### config.mk
export PLATFORM = sky130hd
export DESIGN_NAME = uncache_mmio
export DESIGN_NICKNAME = d
export VERILOG_FILES = /design/src/design/mmio_pkg.sv /design/src/design/mem_req_if.sv /design/src/design/path_issue.sv /design/src/design/req_decode.sv /design/src/design/resp_merge.sv /design/src/design/uncache_mmio.sv
export SDC_FILE = /design/constraint.sdc
export NUM_CORES = 1
export LEC_CHECK = 0
export ABC_AREA = 1
export BUFFER_PORTS_ARGS = -buffer_cell sky130_fd_sc_hd__buf_2
export CORE_AREA = 2 2 247 249
export DETAILED_ROUTE_END_ITERATION = 7
export DIE_AREA = 0 0 249 251
export GPL_ROUTABILITY_DRIVEN = 0
export PLACE_DENSITY_LB_ADDON = 0.12
export SLEW_MARGIN = 10
export SYNTH_ARGS = -nofsm -noshare
export SYNTH_HDL_FRONTEND = slang
export SYNTH_SLANG_ARGS = --single-unit
### constraint.sdc
create_clock -name clk -period 12.2 [get_ports clk]
set_clock_uncertainty 0.15 [all_clocks]
set_input_delay 2.44 -clock clk [delete_from_list [all_inputs] [get_ports clk]]
set_output_delay 2.44 -clock clk [all_outputs]
set_load 0.02 [all_outputs]
### src/design/mmio_pkg.sv
package mmio_pkg;

    // Data path widths.
    localparam int addr_w = 64;
    localparam int data_w = 64;
    localparam int mask_w = 8;

    // UART register window.
    localparam logic [addr_w-1:0] uart_start    = 64'h0000_0000_1000_0000;
    localparam logic [addr_w-1:0] uart_end      = 64'h0000_0000_1000_0FFF;

    // SPI controller registers.
    localparam logic [addr_w-1:0] spictrl_start = 64'h0000_0000_1000_1000;
    localparam logic [addr_w-1:0] spictrl_end   = 64'h0000_0000_1000_1FFF;

    // SPI flash, mapped through the controller.
    localparam logic [addr_w-1:0] spi_start     = 64'h0000_0000_3000_0000;
    localparam logic [addr_w-1:0] spi_end       = 64'h0000_0000_3FFF_FFFF;

    // Core-local interruptor, timer and software interrupt.
    localparam logic [addr_w-1:0] clint_start   = 64'h0000_0000_0200_0000;
    localparam logic [addr_w-1:0] clint_end     = 64'h0000_0000_0200_FFFF;

    // Access types from the load/store unit.
    // Unlisted codes fall back to byte.
    localparam logic [2:0] type_byte  = 3'd0;
    localparam logic [2:0] type_half  = 3'd1;
    localparam logic [2:0] type_word  = 3'd2;
    localparam logic [2:0] type_dword = 3'd4;

    // Bus transfer size, log2 of the byte count.
    localparam logic [2:0] size_1 = 3'd0;
    localparam logic [2:0] size_2 = 3'd1;
    localparam logic [2:0] size_4 = 3'd2;
    localparam logic [2:0] size_8 = 3'd3;

    // Region flag reported on mmio_sign.
    localparam logic [2:0] sign_clint = 3'b010;
    localparam logic [2:0] sign_other = 3'b100;

    // Decode stage FSM states.
    localparam logic [1:0] st_idle  = 2'd0;
    localparam logic [1:0] st_busy  = 2'd1;
    localparam logic [1:0] st_drain = 2'd2;

endpackage

### src/design/mem_req_if.sv
interface mem_req_if (
    input logic clk,
    input logic rst_n
);

    // Request held by the decode stage.
    logic                          valid;
    logic                          uncache;
    logic                          we;
    logic [mmio_pkg::addr_w-1:0]   addr;
    logic [mmio_pkg::addr_w-1:0]   bus_addr;
    logic [2:0]                    size;
    logic [mmio_pkg::data_w-1:0]   data;
    logic [mmio_pkg::mask_w-1:0]   mask;

    // Selected downstream port finished, back from the issue stage.
    logic                          done;

    modport producer (
        input  done,
        output valid, uncache, we, addr, bus_addr, size, data, mask
    );

    // Issue stage has no clock port of its own.
    // It borrows clk and rst_n here for its checks.
    modport consumer (
        input  clk, rst_n,
        input  valid, uncache, we, addr, bus_addr, size, data, mask,
        output done
    );

endinterface

### src/design/path_issue.sv
module path_issue (
    mem_req_if.consumer                   req,

    output logic [mmio_pkg::addr_w-1:0]   dcache_addr,
    output logic [mmio_pkg::data_w-1:0]   dcache_data,
    output logic [mmio_pkg::mask_w-1:0]   dcache_mask,
    output logic                          dcache_we,
    output logic                          dcache_re,
    input  logic [mmio_pkg::data_w-1:0]   in_dcache_data,
    input  logic                          in_dcache_finish,

    output logic [mmio_pkg::addr_w-1:0]   arb_addr,
    output logic [mmio_pkg::data_w-1:0]   arb_data,
    output logic [mmio_pkg::mask_w-1:0]   arb_mask,
    output logic                          arb_we,
    output logic                          arb_re,
    output logic [2:0]                    arb_size_data,
    input  logic [mmio_pkg::data_w-1:0]   in_arb_data,
    input  logic                          in_arb_finish,

    output logic                          path_finish,
    output logic [mmio_pkg::data_w-1:0]   path_data,
    output logic                          path_uncache,
    output logic                          path_we
);

    logic sel_dc;
    logic sel_arb;
    logic dc_act;
    logic arb_act;

    // Port choice for the held request.
    assign sel_dc  = req.valid && !req.uncache;
    assign sel_arb = req.valid && req.uncache;

    // Only the selected port may end the access.
    // A stray finish on the other port is dropped.
    assign req.done = (sel_dc && in_dcache_finish) || (sel_arb && in_arb_finish);

    // Strobes fall in the finish cycle itself.
    assign dc_act  = sel_dc && !in_dcache_finish;
    assign arb_act = sel_arb && !in_arb_finish;

    // Cache side gets the raw address.
    assign dcache_re   = dc_act && !req.we;
    assign dcache_we   = dc_act && req.we;
    assign dcache_addr = dc_act ? req.addr : '0;
    assign dcache_data = dc_act ? req.data : '0;
    assign dcache_mask = dc_act ? req.mask : '0;

    // Device side gets the aligned address and a size.
    assign arb_re        = arb_act && !req.we;
    assign arb_we        = arb_act && req.we;
    assign arb_addr      = arb_act ? req.bus_addr : '0;
    assign arb_mask      = arb_act ? req.mask : '0;
    assign arb_size_data = arb_act ? req.size : '0;

    // Write data only.
    assign arb_data = (arb_act && req.we) ? req.data : '0;

    // Completion toward the merge stage.
    assign path_finish  = req.done;
    assign path_uncache = req.uncache;
    assign path_we      = req.we;
    assign path_data    = req.uncache ? in_arb_data : in_dcache_data;

    // One downstream port per access.
    a_one_port: assert property (
        @(posedge req.clk) disable iff (!req.rst_n)
        !((dcache_re || dcache_we) && (arb_re || arb_we))
    );

    // Device bus never sees both directions.
    a_arb_dir: assert property (
        @(posedge req.clk) disable iff (!req.rst_n)
        !(arb_re && arb_we)
    );

endmodule

### src/design/req_decode.sv
module req_decode (
    input  logic                          clk,
    input  logic                          rst_n,
    input  logic [mmio_pkg::addr_w-1:0]   core_addr,
    input  logic [mmio_pkg::data_w-1:0]   core_data,
    input  logic [mmio_pkg::mask_w-1:0]   core_mask,
    input  logic [2:0]                    core_we_type,
    input  logic                          core_we,
    input  logic [2:0]                    core_re_type,
    input  logic                          core_re,
    output logic [2:0]                    mmio_sign,
    mem_req_if.producer                   req
);

    logic [1:0]                    state;
    logic                          start;
    logic                          capture;
    logic                          in_uart;
    logic                          in_spictrl;
    logic                          in_spi;
    logic                          in_clint;
    logic                          is_uncache;
    logic [2:0]                    op_type;
    logic [2:0]                    op_size;
    logic [mmio_pkg::addr_w-1:0]   op_bus_addr;

    // Access type to bus size.
    function automatic logic [2:0] type_to_size(input logic [2:0] op);
        case (op)
            mmio_pkg::type_half:  return mmio_pkg::size_2;
            mmio_pkg::type_word:  return mmio_pkg::size_4;
            mmio_pkg::type_dword: return mmio_pkg::size_8;
            default:              return mmio_pkg::size_1;
        endcase
    endfunction

    // Core holds either strobe as a level.
    assign start   = core_we | core_re;
    assign capture = (state == mmio_pkg::st_idle) && start;

    // Device windows, all inclusive.
    assign in_uart    = (core_addr >= mmio_pkg::uart_start) &&
                        (core_addr <= mmio_pkg::uart_end);
    assign in_spictrl = (core_addr >= mmio_pkg::spictrl_start) &&
                        (core_addr <= mmio_pkg::spictrl_end);
    assign in_spi     = (core_addr >= mmio_pkg::spi_start) &&
                        (core_addr <= mmio_pkg::spi_end);
    assign in_clint   = (core_addr >= mmio_pkg::clint_start) &&
                        (core_addr <= mmio_pkg::clint_end);

    // Anything outside the device windows is cacheable.
    assign is_uncache = in_uart | in_spictrl | in_spi | in_clint;

    // Size comes from the type of the active operation.
    assign op_type = core_we ? core_we_type : core_re_type;
    assign op_size = type_to_size(op_type);

    // Clear the low address bits down to the transfer size.
    always_comb begin
        case (op_size)
            mmio_pkg::size_2: op_bus_addr = {core_addr[mmio_pkg::addr_w-1:1], 1'b0};
            mmio_pkg::size_4: op_bus_addr = {core_addr[mmio_pkg::addr_w-1:2], 2'b00};
            mmio_pkg::size_8: op_bus_addr = {core_addr[mmio_pkg::addr_w-1:3], 3'b000};
            default:          op_bus_addr = core_addr;
        endcase
    end

    // Idle, busy until done, then one drain cycle.
    // Drain covers the finish pulse so a held request is not taken twice.
    always_ff @(posedge clk) begin
        if (!rst_n) begin
            state     <= mmio_pkg::st_idle;
            req.valid <= 1'b0;
            mmio_sign <= mmio_pkg::sign_other;
        end else begin
            case (state)
                mmio_pkg::st_idle: begin
                    if (start) begin
                        state     <= mmio_pkg::st_busy;
                        req.valid <= 1'b1;
                        mmio_sign <= in_clint ? mmio_pkg::sign_clint : mmio_pkg::sign_other;
                    end
                end
                mmio_pkg::st_busy: begin
                    if (req.done) begin
                        state     <= mmio_pkg::st_drain;
                        req.valid <= 1'b0;
                    end
                end
                mmio_pkg::st_drain: begin
                    state     <= mmio_pkg::st_idle;
                    mmio_sign <= mmio_pkg::sign_other;
                end
                default: begin
                    state     <= mmio_pkg::st_idle;
                    req.valid <= 1'b0;
                end
            endcase
        end
    end

    // Request payload, loaded on capture only.
    always_ff @(posedge clk) begin
        if (capture) begin
            req.uncache  <= is_uncache;
            req.we       <= core_we;
            req.addr     <= core_addr;
            req.bus_addr <= op_bus_addr;
            req.size     <= op_size;
            req.data     <= core_data;
            req.mask     <= core_mask;
        end
    end

    // No new request goes out while the finish is still in flight.
    a_no_issue_in_drain: assert property (
        @(posedge clk) disable iff (!rst_n)
        (state == mmio_pkg::st_drain) |=> !$rose(req.valid)
    );

    // Core presents one direction at a time.
    a_one_direction: assert property (
        @(posedge clk) disable iff (!rst_n)
        capture |-> !(core_we && core_re)
    );

endmodule

### src/design/resp_merge.sv
module resp_merge (
    input  logic                          clk,
    input  logic                          rst_n,
    input  logic                          path_finish,
    input  logic [mmio_pkg::data_w-1:0]   path_data,
    input  logic                          path_uncache,
    input  logic                          path_we,
    output logic [mmio_pkg::data_w-1:0]   in_core_data,
    output logic                          in_core_finish
);

    logic load_data;

    // Reads update the data word, writes keep the last one.
    assign load_data = path_finish && !path_we;

    // Finish is a single-cycle level from the issue stage.
    // One register stage turns it into the core pulse.
    always_ff @(posedge clk) begin
        if (!rst_n) begin
            in_core_finish <= 1'b0;
        end else begin
            in_core_finish <= path_finish;
        end
    end

    // Data stays put between finishes.
    always_ff @(posedge clk) begin
        if (!rst_n) begin
            in_core_data <= '0;
        end else if (load_data) begin
            in_core_data <= path_data;
        end
    end

    // Decode drains for a cycle, so finishes never come back to back.
    a_finish_pulse: assert property (
        @(posedge clk) disable iff (!rst_n)
        in_core_finish |=> !in_core_finish
    );

    // A completing read brings defined data from a defined source.
    a_read_data_known: assert property (
        @(posedge clk) disable iff (!rst_n)
        load_data |-> !$isunknown({path_uncache, path_data})
    );

endmodule

### src/design/uncache_mmio.sv
module uncache_mmio (
    input  logic                          clk,
    input  logic                          rst_n,
    output logic [2:0]                    mmio_sign,

    input  logic [mmio_pkg::addr_w-1:0]   core_addr,
    input  logic [mmio_pkg::data_w-1:0]   core_data,
    input  logic [mmio_pkg::mask_w-1:0]   core_mask,
    input  logic                          fence_in,
    input  logic [2:0]                    core_we_type,
    input  logic                          core_we,
    input  logic [2:0]                    core_re_type,
    input  logic                          core_re,
    output logic [mmio_pkg::data_w-1:0]   in_core_data,
    output logic                          in_core_finish,

    output logic [mmio_pkg::addr_w-1:0]   arb_addr,
    output logic [mmio_pkg::data_w-1:0]   arb_data,
    output logic [mmio_pkg::mask_w-1:0]   arb_mask,
    output logic                          arb_we,
    output logic                          arb_re,
    output logic [2:0]                    arb_size_data,
    input  logic [mmio_pkg::data_w-1:0]   in_arb_data,
    input  logic                          in_arb_finish,

    output logic [mmio_pkg::addr_w-1:0]   dcache_addr,
    output logic [mmio_pkg::data_w-1:0]   dcache_data,
    output logic [mmio_pkg::mask_w-1:0]   dcache_mask,
    output logic                          dcache_fence,
    output logic                          dcache_we,
    output logic                          dcache_re,
    input  logic [mmio_pkg::data_w-1:0]   in_dcache_data,
    input  logic                          in_dcache_finish
);

    logic                          path_finish;
    logic [mmio_pkg::data_w-1:0]   path_data;
    logic                          path_uncache;
    logic                          path_we;

    // Decode to issue link.
    mem_req_if u_req_if (
        .clk   (clk),
        .rst_n (rst_n)
    );

    // Fence goes straight to the cache.
    assign dcache_fence = fence_in;

    req_decode u_req_decode (
        .clk          (clk),
        .rst_n        (rst_n),
        .core_addr    (core_addr),
        .core_data    (core_data),
        .core_mask    (core_mask),
        .core_we_type (core_we_type),
        .core_we      (core_we),
        .core_re_type (core_re_type),
        .core_re      (core_re),
        .mmio_sign    (mmio_sign),
        .req          (u_req_if.producer)
    );

    path_issue u_path_issue (
        .req              (u_req_if.consumer),
        .dcache_addr      (dcache_addr),
        .dcache_data      (dcache_data),
        .dcache_mask      (dcache_mask),
        .dcache_we        (dcache_we),
        .dcache_re        (dcache_re),
        .in_dcache_data   (in_dcache_data),
        .in_dcache_finish (in_dcache_finish),
        .arb_addr         (arb_addr),
        .arb_data         (arb_data),
        .arb_mask         (arb_mask),
        .arb_we           (arb_we),
        .arb_re           (arb_re),
        .arb_size_data    (arb_size_data),
        .in_arb_data      (in_arb_data),
        .in_arb_finish    (in_arb_finish),
        .path_finish      (path_finish),
        .path_data        (path_data),
        .path_uncache     (path_uncache),
        .path_we          (path_we)
    );

    resp_merge u_resp_merge (
        .clk            (clk),
        .rst_n          (rst_n),
        .path_finish    (path_finish),
        .path_data      (path_data),
        .path_uncache   (path_uncache),
        .path_we        (path_we),
        .in_core_data   (in_core_data),
        .in_core_finish (in_core_finish)
    );

endmodule

Yosys cells after proc, flatten, opt, wreduce, memory -nomap -nowiden
Cells that the tools add are included.
{"block": "word_totals", "in_bits": 277, "regBits": 276, "elab_cells": 81, "output_inout_bits": 348}
{"block": "op_classes", "muxes": 20, "n_lt_le_gt_ge": 8, "n_bitwise": 5, "reduce_logical": 26, "n_eq_ne": 10}
{"op": "2-to-1 mux 64 bit", "n": 5}
{"op": "greater-or-equal comparator 64 x 29 -> 1 bit (second input constant)", "n": 2}
{"op": "<= comparator 64 x 29 -> 1 bit (second input constant)", "n": 2}
{"op": "greater-or-equal comparator 64 x 26 -> 1 bit (second input constant)", "n": 1}
{"op": "greater-or-equal comparator 64 x 30 -> 1 bit (second input constant)", "n": 1}
{"op": "<= comparator 64 x 26 -> 1 bit (second input constant)", "n": 1}
{"op": "<= comparator 64 x 30 -> 1 bit (second input constant)", "n": 1}
{"op": "logical AND 1 bit", "n": 16}
{"op": "2-to-1 mux 8 bit", "n": 2}
{"op": "2-to-1 mux 3 bit", "n": 4}
{"op": "one-hot mux 3 bit (3 select lines)", "n": 1}
{"op": "equality test 2 bit (second input constant)", "n": 3}
{"op": "one-hot mux 2 bit (3 select lines)", "n": 1}
{"op": "one-hot mux 3 bit (2 select lines)", "n": 1}
{"op": "equality test 2 x 1 -> 1 bit (second input constant)", "n": 2}
{"op": "logical NOT 1 bit", "n": 4}
{"op": "2-to-1 mux 2 bit", "n": 2}
{"op": "!= test 2 x 1 -> 1 bit (second input constant)", "n": 2}
{"op": "OR 1 bit", "n": 4}
{"op": "one-hot mux 2 bit (2 select lines)", "n": 1}
{"op": "AND reduction 2 bit", "n": 2}
{"op": "equality test 3 x 1 -> 1 bit (second input constant)", "n": 1}
{"op": "equality test 3 x 2 -> 1 bit (second input constant)", "n": 1}
{"op": "equality test 3 bit (second input constant)", "n": 1}
{"op": "other kinds (7)", "n": 8}

Depth between registers and ports, before layout
Gate-level depths: netlist of run 1.
{"block": "depth", "ltp_word": 6, "ltp_mapped": 9, "mapped_depth_nobuf": 9}

By module
Synthesis of run 1 repeated with hierarchy kept, for this count alone.
{"block": "hier_totals", "cells_unflattened": 1470, "hier_area_um2": 11078.1}
{"module": "req_decode", "seq_area_each_um2": 4394.2, "n_inst": 1, "cells_per_inst": 323, "area_each_um2": 5373.9}
{"module": "resp_merge", "seq_area_each_um2": 1301.2, "n_inst": 1, "cells_per_inst": 416, "area_each_um2": 2861.5}
{"module": "path_issue", "seq_area_each_um2": 0.0, "n_inst": 1, "cells_per_inst": 730, "area_each_um2": 2835.2}
{"module": "uncache_mmio", "seq_area_each_um2": 0.0, "n_inst": 1, "cells_per_inst": 1, "area_each_um2": 7.5}

Worst setup path after synthesis of run 1
Ideal clock, no wire load.
{"block": "synth_timing", "path_type": "input-to-reg", "from": "in core_we", "to": "reg u_req_decode.mmio_sign[1]", "cell_stages": 5, "setup_ps": 132, "required_time_ps": 11918, "t_arrival_ps": 5798, "slack_ps": 6120, "n_path_buf": 0, "cell_sequence": "o21ai_0 -> inv_1 -> nand2_1 -> nand2_1 -> nor2_1"}
{"block": "synth_between", "elab_chain_cells": 3}
{"element": "start, declared", "line": "uncache_mmio.sv:11", "text": "input logic core_we,"}
{"element": "OR 1 bit", "line": "req_decode.sv:38", "text": "assign start = core_we | core_re;"}
{"element": "!= test 2 x 1 -> 1 bit (no source line)"}
{"element": "AND reduction 2 bit (no source line)"}
{"element": "end signal, assigned", "line": "req_decode.sv:74", "text": "mmio_sign <= mmio_pkg::sign_other;"}
{"element": "end signal, assigned", "line": "req_decode.sv:81", "text": "mmio_sign <= in_clint ? mmio_pkg::sign_clint : mmio_pkg::sign_other;"}
{"element": "end signal, assigned", "line": "req_decode.sv:92", "text": "mmio_sign <= mmio_pkg::sign_other;"}
{"element": "end, declared", "line": "req_decode.sv:11", "text": "output logic [2:0] mmio_sign,"}
No other way between the ends.
A chain may end at the register's enable or synchronous reset.

Worst setup path after layout of run 1
{"block": "layout_timing", "from": "in in_arb_finish", "to": "out arb_data[58] (netlist bit)"}
{"block": "layout_between", "elab_chain_cells": 4}
{"element": "start, declared", "line": "uncache_mmio.sv:24", "text": "input logic in_arb_finish,"}
{"element": "logical NOT 1 bit", "line": "path_issue.sv:42", "text": "assign arb_act = sel_arb && !in_arb_finish;"}
{"element": "logical AND 1 bit", "line": "path_issue.sv:42"}
{"element": "logical AND 1 bit", "line": "path_issue.sv:59", "text": "assign arb_data = (arb_act && req.we) ? req.data : '0;"}
{"element": "2-to-1 mux 64 bit", "line": "path_issue.sv:59"}
{"element": "end, declared", "line": "uncache_mmio.sv:18", "text": "output logic [mmio_pkg::data_w-1:0] arb_data,"}
No other way between the ends.

==> results of run 1 <==
flip-flops by register name, indices dropped and copies added, names as in the netlist, 2 cells and up:
signal	flops
u_req_decode.req.size	2
u_req_decode.req.mask	8
u_req_decode.req.bus_addr	64
u_resp_merge.in_core_data	64
u_req_decode.state	2
u_req_decode.req.addr	3
u_req_decode.req.data	64
u_req_decode.mmio_sign	2
logic make-up (layout without fill, tap and decap cells):
kind of cell / Yosys count / in the layout
and+or+nand+nor: 507 / 507
buffers and inverters: 228 / 843
DFF: 213 / 213
AOI/OAI and AO/OA: 135 / 135
other: 1 / 8
synthesized netlist by cell type (all sizes together), types with 3 or more instances:
library cell and n:
clkbuf 28, buf 39, a31oi 64, inv 161
edfxtp 143, or2 3, nand4 3, nor2 323
nor3 4, nand3 14, dfxtp 70, nand2 157
o21ai 68
per-layer routing:
metal,up-vias,part of all wire,wire length (um)
li1,4636,-,-
met1,4267,0.38,16040
met2,448,0.50,21000
met3,71,0.10,4360
met4,22,0.020,840
met5,-,0.0036,151
worst max-delay path, stage by stage:
cell      delay, ns
buf_2          0.09
nor2_1         0.05
clkinv_2       0.03
buf_4          0.65
nor2_2         0.07
inv_2          0.07
buf_4          0.54
nor2_1         0.11
buf_2          0.19
metrics by stage:
stage	cell area (um^2)	setup slack, ns	util
6_report	14060	5.170	0.2351
5_1_grt	14050	4.932	0.2349
4_1_cts	14040	5.031	0.2348
3_5_place_dp	13200	5.028	0.2208
3_3_place_gp	13200	5.069	0.2208
2_1_floorplan	9388	6.120	-
final cells by class:
type / instances / area share
Inverter: 161 / 0.04352
Sequential cell: 213 / 0.4052
Multi-Input combinational cell: 644 / 0.1952
Clock inverter: 8 / 0.002581
Tap cell: 782 / 0.06960
Antenna cell: 6 / 0.001068
Clock buffer: 45 / 0.05732
Timing Repair Buffer: 629 / 0.2255
path summary, 6_finish.rpt:
check	startpoint	to	slack (ns)	cells past startpoint
setup / recovery	in_arb_finish	arb_data[58]	5.17	9
hold reg to reg	u_req_decode.mmio_sign[2]$_SDFFE_PN1P_	u_req_decode.mmio_sign[2]$_SDFFE_PN1P_	0.32	2
hold / removal	u_req_decode.mmio_sign[2]$_SDFFE_PN1P_	u_req_decode.mmio_sign[2]$_SDFFE_PN1P_	0.32	2
setup reg to reg	u_req_decode.req.uncache$_DFFE_PP_	u_resp_merge.in_core_data[52]$_SDFFE_PN0P_	8.43	10
where the power goes:
part	internal [mW]	leakage, nW	switching (mW)	total, mW
clock	0.448	0.404	0.323	0.771
sequential	0.847	1.97	0.0204	0.867
combinational	0.0937	5.09	0.220	0.313
total	1.39	7.47	0.563	1.95
==> results.cfg, run 1 <==
[routing]
dr.first_iter.drc_count = 399
drt-total-wl_um = 42390
ant_nets = 0
dr.pass1.iters = 5
vias_per_cell = 3.796
wl_per_cell_um = 17.04
vias = 9444
drc = 0

[timing]
rsz0062_at_grt = no
tns_ns = 0
min_period_ns = 7.030
tightest_slew_ns = 1.049
slew_headroom = 0.3005
hold_ws_ns = 0.3202
fin_crit_sh = 0.5762
slew_viol_final = 0
hold_viol_final = 0
fmaxAchievable_mhz = 142.3
setup_viol = 0

[logic_synthesis]
synth_compound_area_frac = 0.08187
ys_async_sr_fraction = 0
synth-main-ff-cell = edfxtp_1
avgSynthCellArea_um2 = 8.657
syn_area_mm2 = 0.009384
synth-edff-count = 143
synth_xor_area_frac = 0
synthMuxAreaShare = 0
yosysWarnings = 0
yosysTopAreaCell = edfxtp_1
synth_top_cell_area_share = 0.4576
synth_simple_gate_area_frac = 0.2097
synthAdderAreaFrac = 0
synth_cell_type_count = 30
synth_top_family_by_area = simple AND/OR/NAND/NOR gates
synthCells = 1084
yosysSeqAreaShare = 0.6069
synth_area_leaders = edfxtp_1 46%, dfxtp_1 15%, nor2_1 13%, inv_1 6.2%, nand2_1 6.2%
yosys_register_bits = 213

[floorplan]
core_mm2 = 0.05979
fp.dieH_um = 251
die_area_mm2 = 0.06250
num_io_pins = 625
rows = 90
die_x_um = 249
floorplan.initialDensity = 0.1569

[cts]
cts_buffer_depth = 3
ctsHoldBuffers = 0
cts_root_buf = clkbuf_16
cts_made_buffers = 29
cts_htree_levels = 1
post_cts_buffers = 0
cts_repair_resize_count = 0
clk_pin_slew_worst_paths_ns = 0.05
clkSinkCount = 213
tritoncts = yes
clock_latency_ns = 0.56

[critical_path]
required_ns = 9.61
critPathArrivalTime_ns = 4.44
end_kind = primary output
critical_path_class = in -> out
cp_max_fo = 76
start_kind = input pin

[final_layout]
drive_above_1_share = 0.3982
n_fill_cell = 6765
multi_input_area_mm2 = 0.002744
syn2layout_area_growth_pct = 49.80
fin_cells = 2488
regArea_mm2 = 0.005695
nets = 1955
final_common_cell = buf_2
mostFrequentLayoutCells = 620 x buf_2, 322 x nor2_1, 155 x nand2_1

[global_routing]
use_met2 = 0.2300
grt_pass1_wl_um = 60310
gr-total-overflow = 0
grt_use_met1 = 0.1413
grt_pass1_vias = 9256
grt_use_total = 0.1287
busiest_layer = met2
grt_start_max_net_pins = 82
antenna_found_initial = 16
grt_use_met3 = 0.05208

[power_and_ir_drop]
powerDensity_mw_per_mm2 = 138.8
ir_worst_vdd_v = 0.00009058
power.leakage_nw = 7.469
total_power_mw = 1.952

[outcome]
status = complete, no violations

[hold_path]
hold_path_class = reg -> reg

[place]
dp_cells = 2429
io_buffers = 620
dp_hpwl_um = 32660

[flow_run]
drv_cap = 0
(Power assumes the default switching activity.)
==> run 2, diff against run 1 <==
--- a/config.mk
+++ b/config.mk
@@ -7,9 +7,9 @@
 export LEC_CHECK = 0
 export ABC_AREA = 1
 export BUFFER_PORTS_ARGS = -buffer_cell sky130_fd_sc_hd__buf_2
-export CORE_AREA = 2 2 247 249
+export CORE_AREA = 2 2 243 245
 export DETAILED_ROUTE_END_ITERATION = 7
-export DIE_AREA = 0 0 249 251
+export DIE_AREA = 0 0 245 247
 export GPL_ROUTABILITY_DRIVEN = 0
 export PLACE_DENSITY_LB_ADDON = 0.12
 export SLEW_MARGIN = 10
==> constraint.sdc (replaced) <==
create_clock -name clk -period 7 [get_ports clk]
set_clock_uncertainty 0.15 [all_clocks]
set_input_delay 1.4 -clock clk [delete_from_list [all_inputs] [get_ports clk]]
set_output_delay 1.4 -clock clk [all_outputs]
set_load 0.02 [all_outputs]
==> results.cfg, run 2 (same netlist as run 1, synthesis figures left out) <==
[outcome]
status = complete, no violations

[routing]
dr.pass1.iters = 5
drc = 0
dr.first_iter.drc_count = 232
vias = 9384
drt-total-wl_um = 42410
vias_per_cell = 3.788
ant_nets = 0
wl_per_cell_um = 17.12

[flow_run]
drv_cap = 0

[floorplan]
rows = 89
num_io_pins = 625
floorplan.initialDensity = 0.1611
fp.dieH_um = 247
core_mm2 = 0.05824
die_x_um = 245
die_area_mm2 = 0.06052

[cts]
cts_htree_levels = 1
cts_root_buf = clkbuf_16
tritoncts = yes
post_cts_buffers = 0
clkSinkCount = 213
cts_buffer_depth = 3
cts_repair_resize_count = 0
clock_latency_ns = 0.54
clk_pin_slew_worst_paths_ns = 0.06
ctsHoldBuffers = 0
cts_made_buffers = 27

[critical_path]
end_kind = primary output
cp_top_family = buffers and inverters
reg2reg_depth = 10
worstReg2RegStart = u_req_decode.req.uncache$_DFFE_PP_
cp_max_fo = 66
regToRegSetupSlack_ns = 3.32
crit_buf_inv = 6
cpMaxStageDelayCell = buf_4
start_kind = register
critPathArrivalTime_ns = 3.44
r2r-end = u_resp_merge.in_core_data[1]$_SDFFE_PN0P_
critPathLaunch = u_req_decode.req.uncache$_DFFE_PP_
cpPeakStageDelay_ns = 0.60
cp_common_cell = buf_4
critical_path_class = reg -> out
path_cells = buf_4, inv_2, buf_4, nand3b_1, buf_4, buf_4, nor2_1, buf_2
required_ns = 5.45

[place]
dp_cells = 2420
dpl_cell_area_mm2 = 0.01320
dp_hpwl_um = 33180
io_buffers = 620

[global_routing]
gr-total-overflow = 0
grt_pass1_wl_um = 58790
grt_start_max_net_pins = 81
grt_pass1_vias = 9000
grt_use_total = 0.1314
antenna_found_initial = 18

[power_and_ir_drop]
p_switching_mw = 0.9743
ir_worst_vdd_v = 0.0001447
power.leakage_nw = 7.455
clockPowerShare = 0.384
comb_power_share = 0.164
powerDensity_mw_per_mm2 = 238.8
total_power_mw = 3.348
p_seq_frac = 0.451
internal-power_mw = 2.373
swShare = 0.2910

[final_layout]
final_cell_area_mm2 = 0.01402
syn2layout_area_growth_pct = 49.37
drive_above_1_share = 0.3988
nets = 1953
top_regs = u_req_decode.req.bus_addr: 64 flops, u_req_decode.req.data: 64 flops, u_resp_merge.in_core_data: 64 flops
mostFrequentLayoutCells = 620 x buf_2, 322 x nor2_1, 155 x nand2_1
regArea_mm2 = 0.005695
multi_input_area_mm2 = 0.002744
final_common_cell = buf_2
n_fill_cell = 6558
fin_cells = 2477

[timing]
fmaxAchievable_mhz = 200.5
rsz0062_at_grt = no
fin_crit_sh = 0.7124
slew_viol_final = 0
min_period_ns = 4.987
slew_headroom = 0.2055
hold_viol_final = 0
setup_viol = 0
tns_ns = 0
tightest_slew_ns = 1.192

[hold_path]
hold_path_startpoint = u_resp_merge.in_core_data[29]$_SDFFE_PN0P_
hold_path_class = reg -> reg
hold_depth = 2
hold_end = u_resp_merge.in_core_data[29]$_SDFFE_PN0P_
[run 2: final cells by class]
cell class,count,area share
clock buffer,30,0.04900
inverter,161,0.04365
sequential,213,0.4063
multi-input combinational,644,0.1958
antenna,9,0.001607
timing repair buffer,629,0.2271
clock inverter,18,0.007587
tap,773,0.06900
[run 2: power by group through the flow]
stage / logic (mW) / clock network [mW] / registers [mW]
2_1_floorplan: 0.275 / 0 / 1.57
3_3_place_gp: 0.569 / 0 / 1.54
3_5_place_dp: 0.566 / 0 / 1.54
4_1_cts: 0.569 / 1.34 / 1.51
5_1_grt: 0.609 / 1.39 / 1.52
6_report: 0.550 / 1.29 / 1.51
[run 2: worst max-delay path by stage]
stage | to | slack [ns] | depth (start not counted)
2_1_floorplan | u_req_decode.mmio_sign[1]$_SDFFE_PN0P_ | 1.96 | 5
3_3_place_gp | arb_data[7] | 2.43 | 7
3_5_place_dp | arb_data[7] | 2.27 | 7
4_1_cts | dcache_data[55] | 1.90 | 8
5_1_grt | dcache_data[6] | 1.68 | 8
6_report | dcache_data[56] | 2.01 | 8
[run 2: metal layers]
| metal | GRT usage | vias up | routed length (um) |
|---|---|---|---|
| li1 | - | 4634 | - |
| met1 | 0.1436 | 4240 | 16350 |
| met2 | 0.2352 | 417 | 20790 |
| met3 | 0.05676 | 71 | 4423 |
| met4 | 0.02744 | 22 | 706 |
| met5 | 0 | - | 149 |
[run 2: worst reg2reg max path, cell delays in order (launching register included)]
cell	delay, ns
edfxtp_1	0.41
buf_4	0.37
inv_2	0.16
buf_4	0.58
nand3_1	0.19
nand2_1	0.13
nand2_1	0.07
clkinv_2	0.45
buf_4	0.71
o21ai_0	0.21
a31oi_1	0.17
[run 2: per-stage QoR]
stage               hold slack [ns]  utilization  setup WS [ns]
global route                 0.3842       0.2404          1.680
detailed placement           0.3597       0.2267          2.274
global placement             0.3388       0.2267          2.427
finish                       0.3680       0.2407          2.013
CTS                          0.3712       0.2403          1.898
floorplan                    0.3368            -          1.960
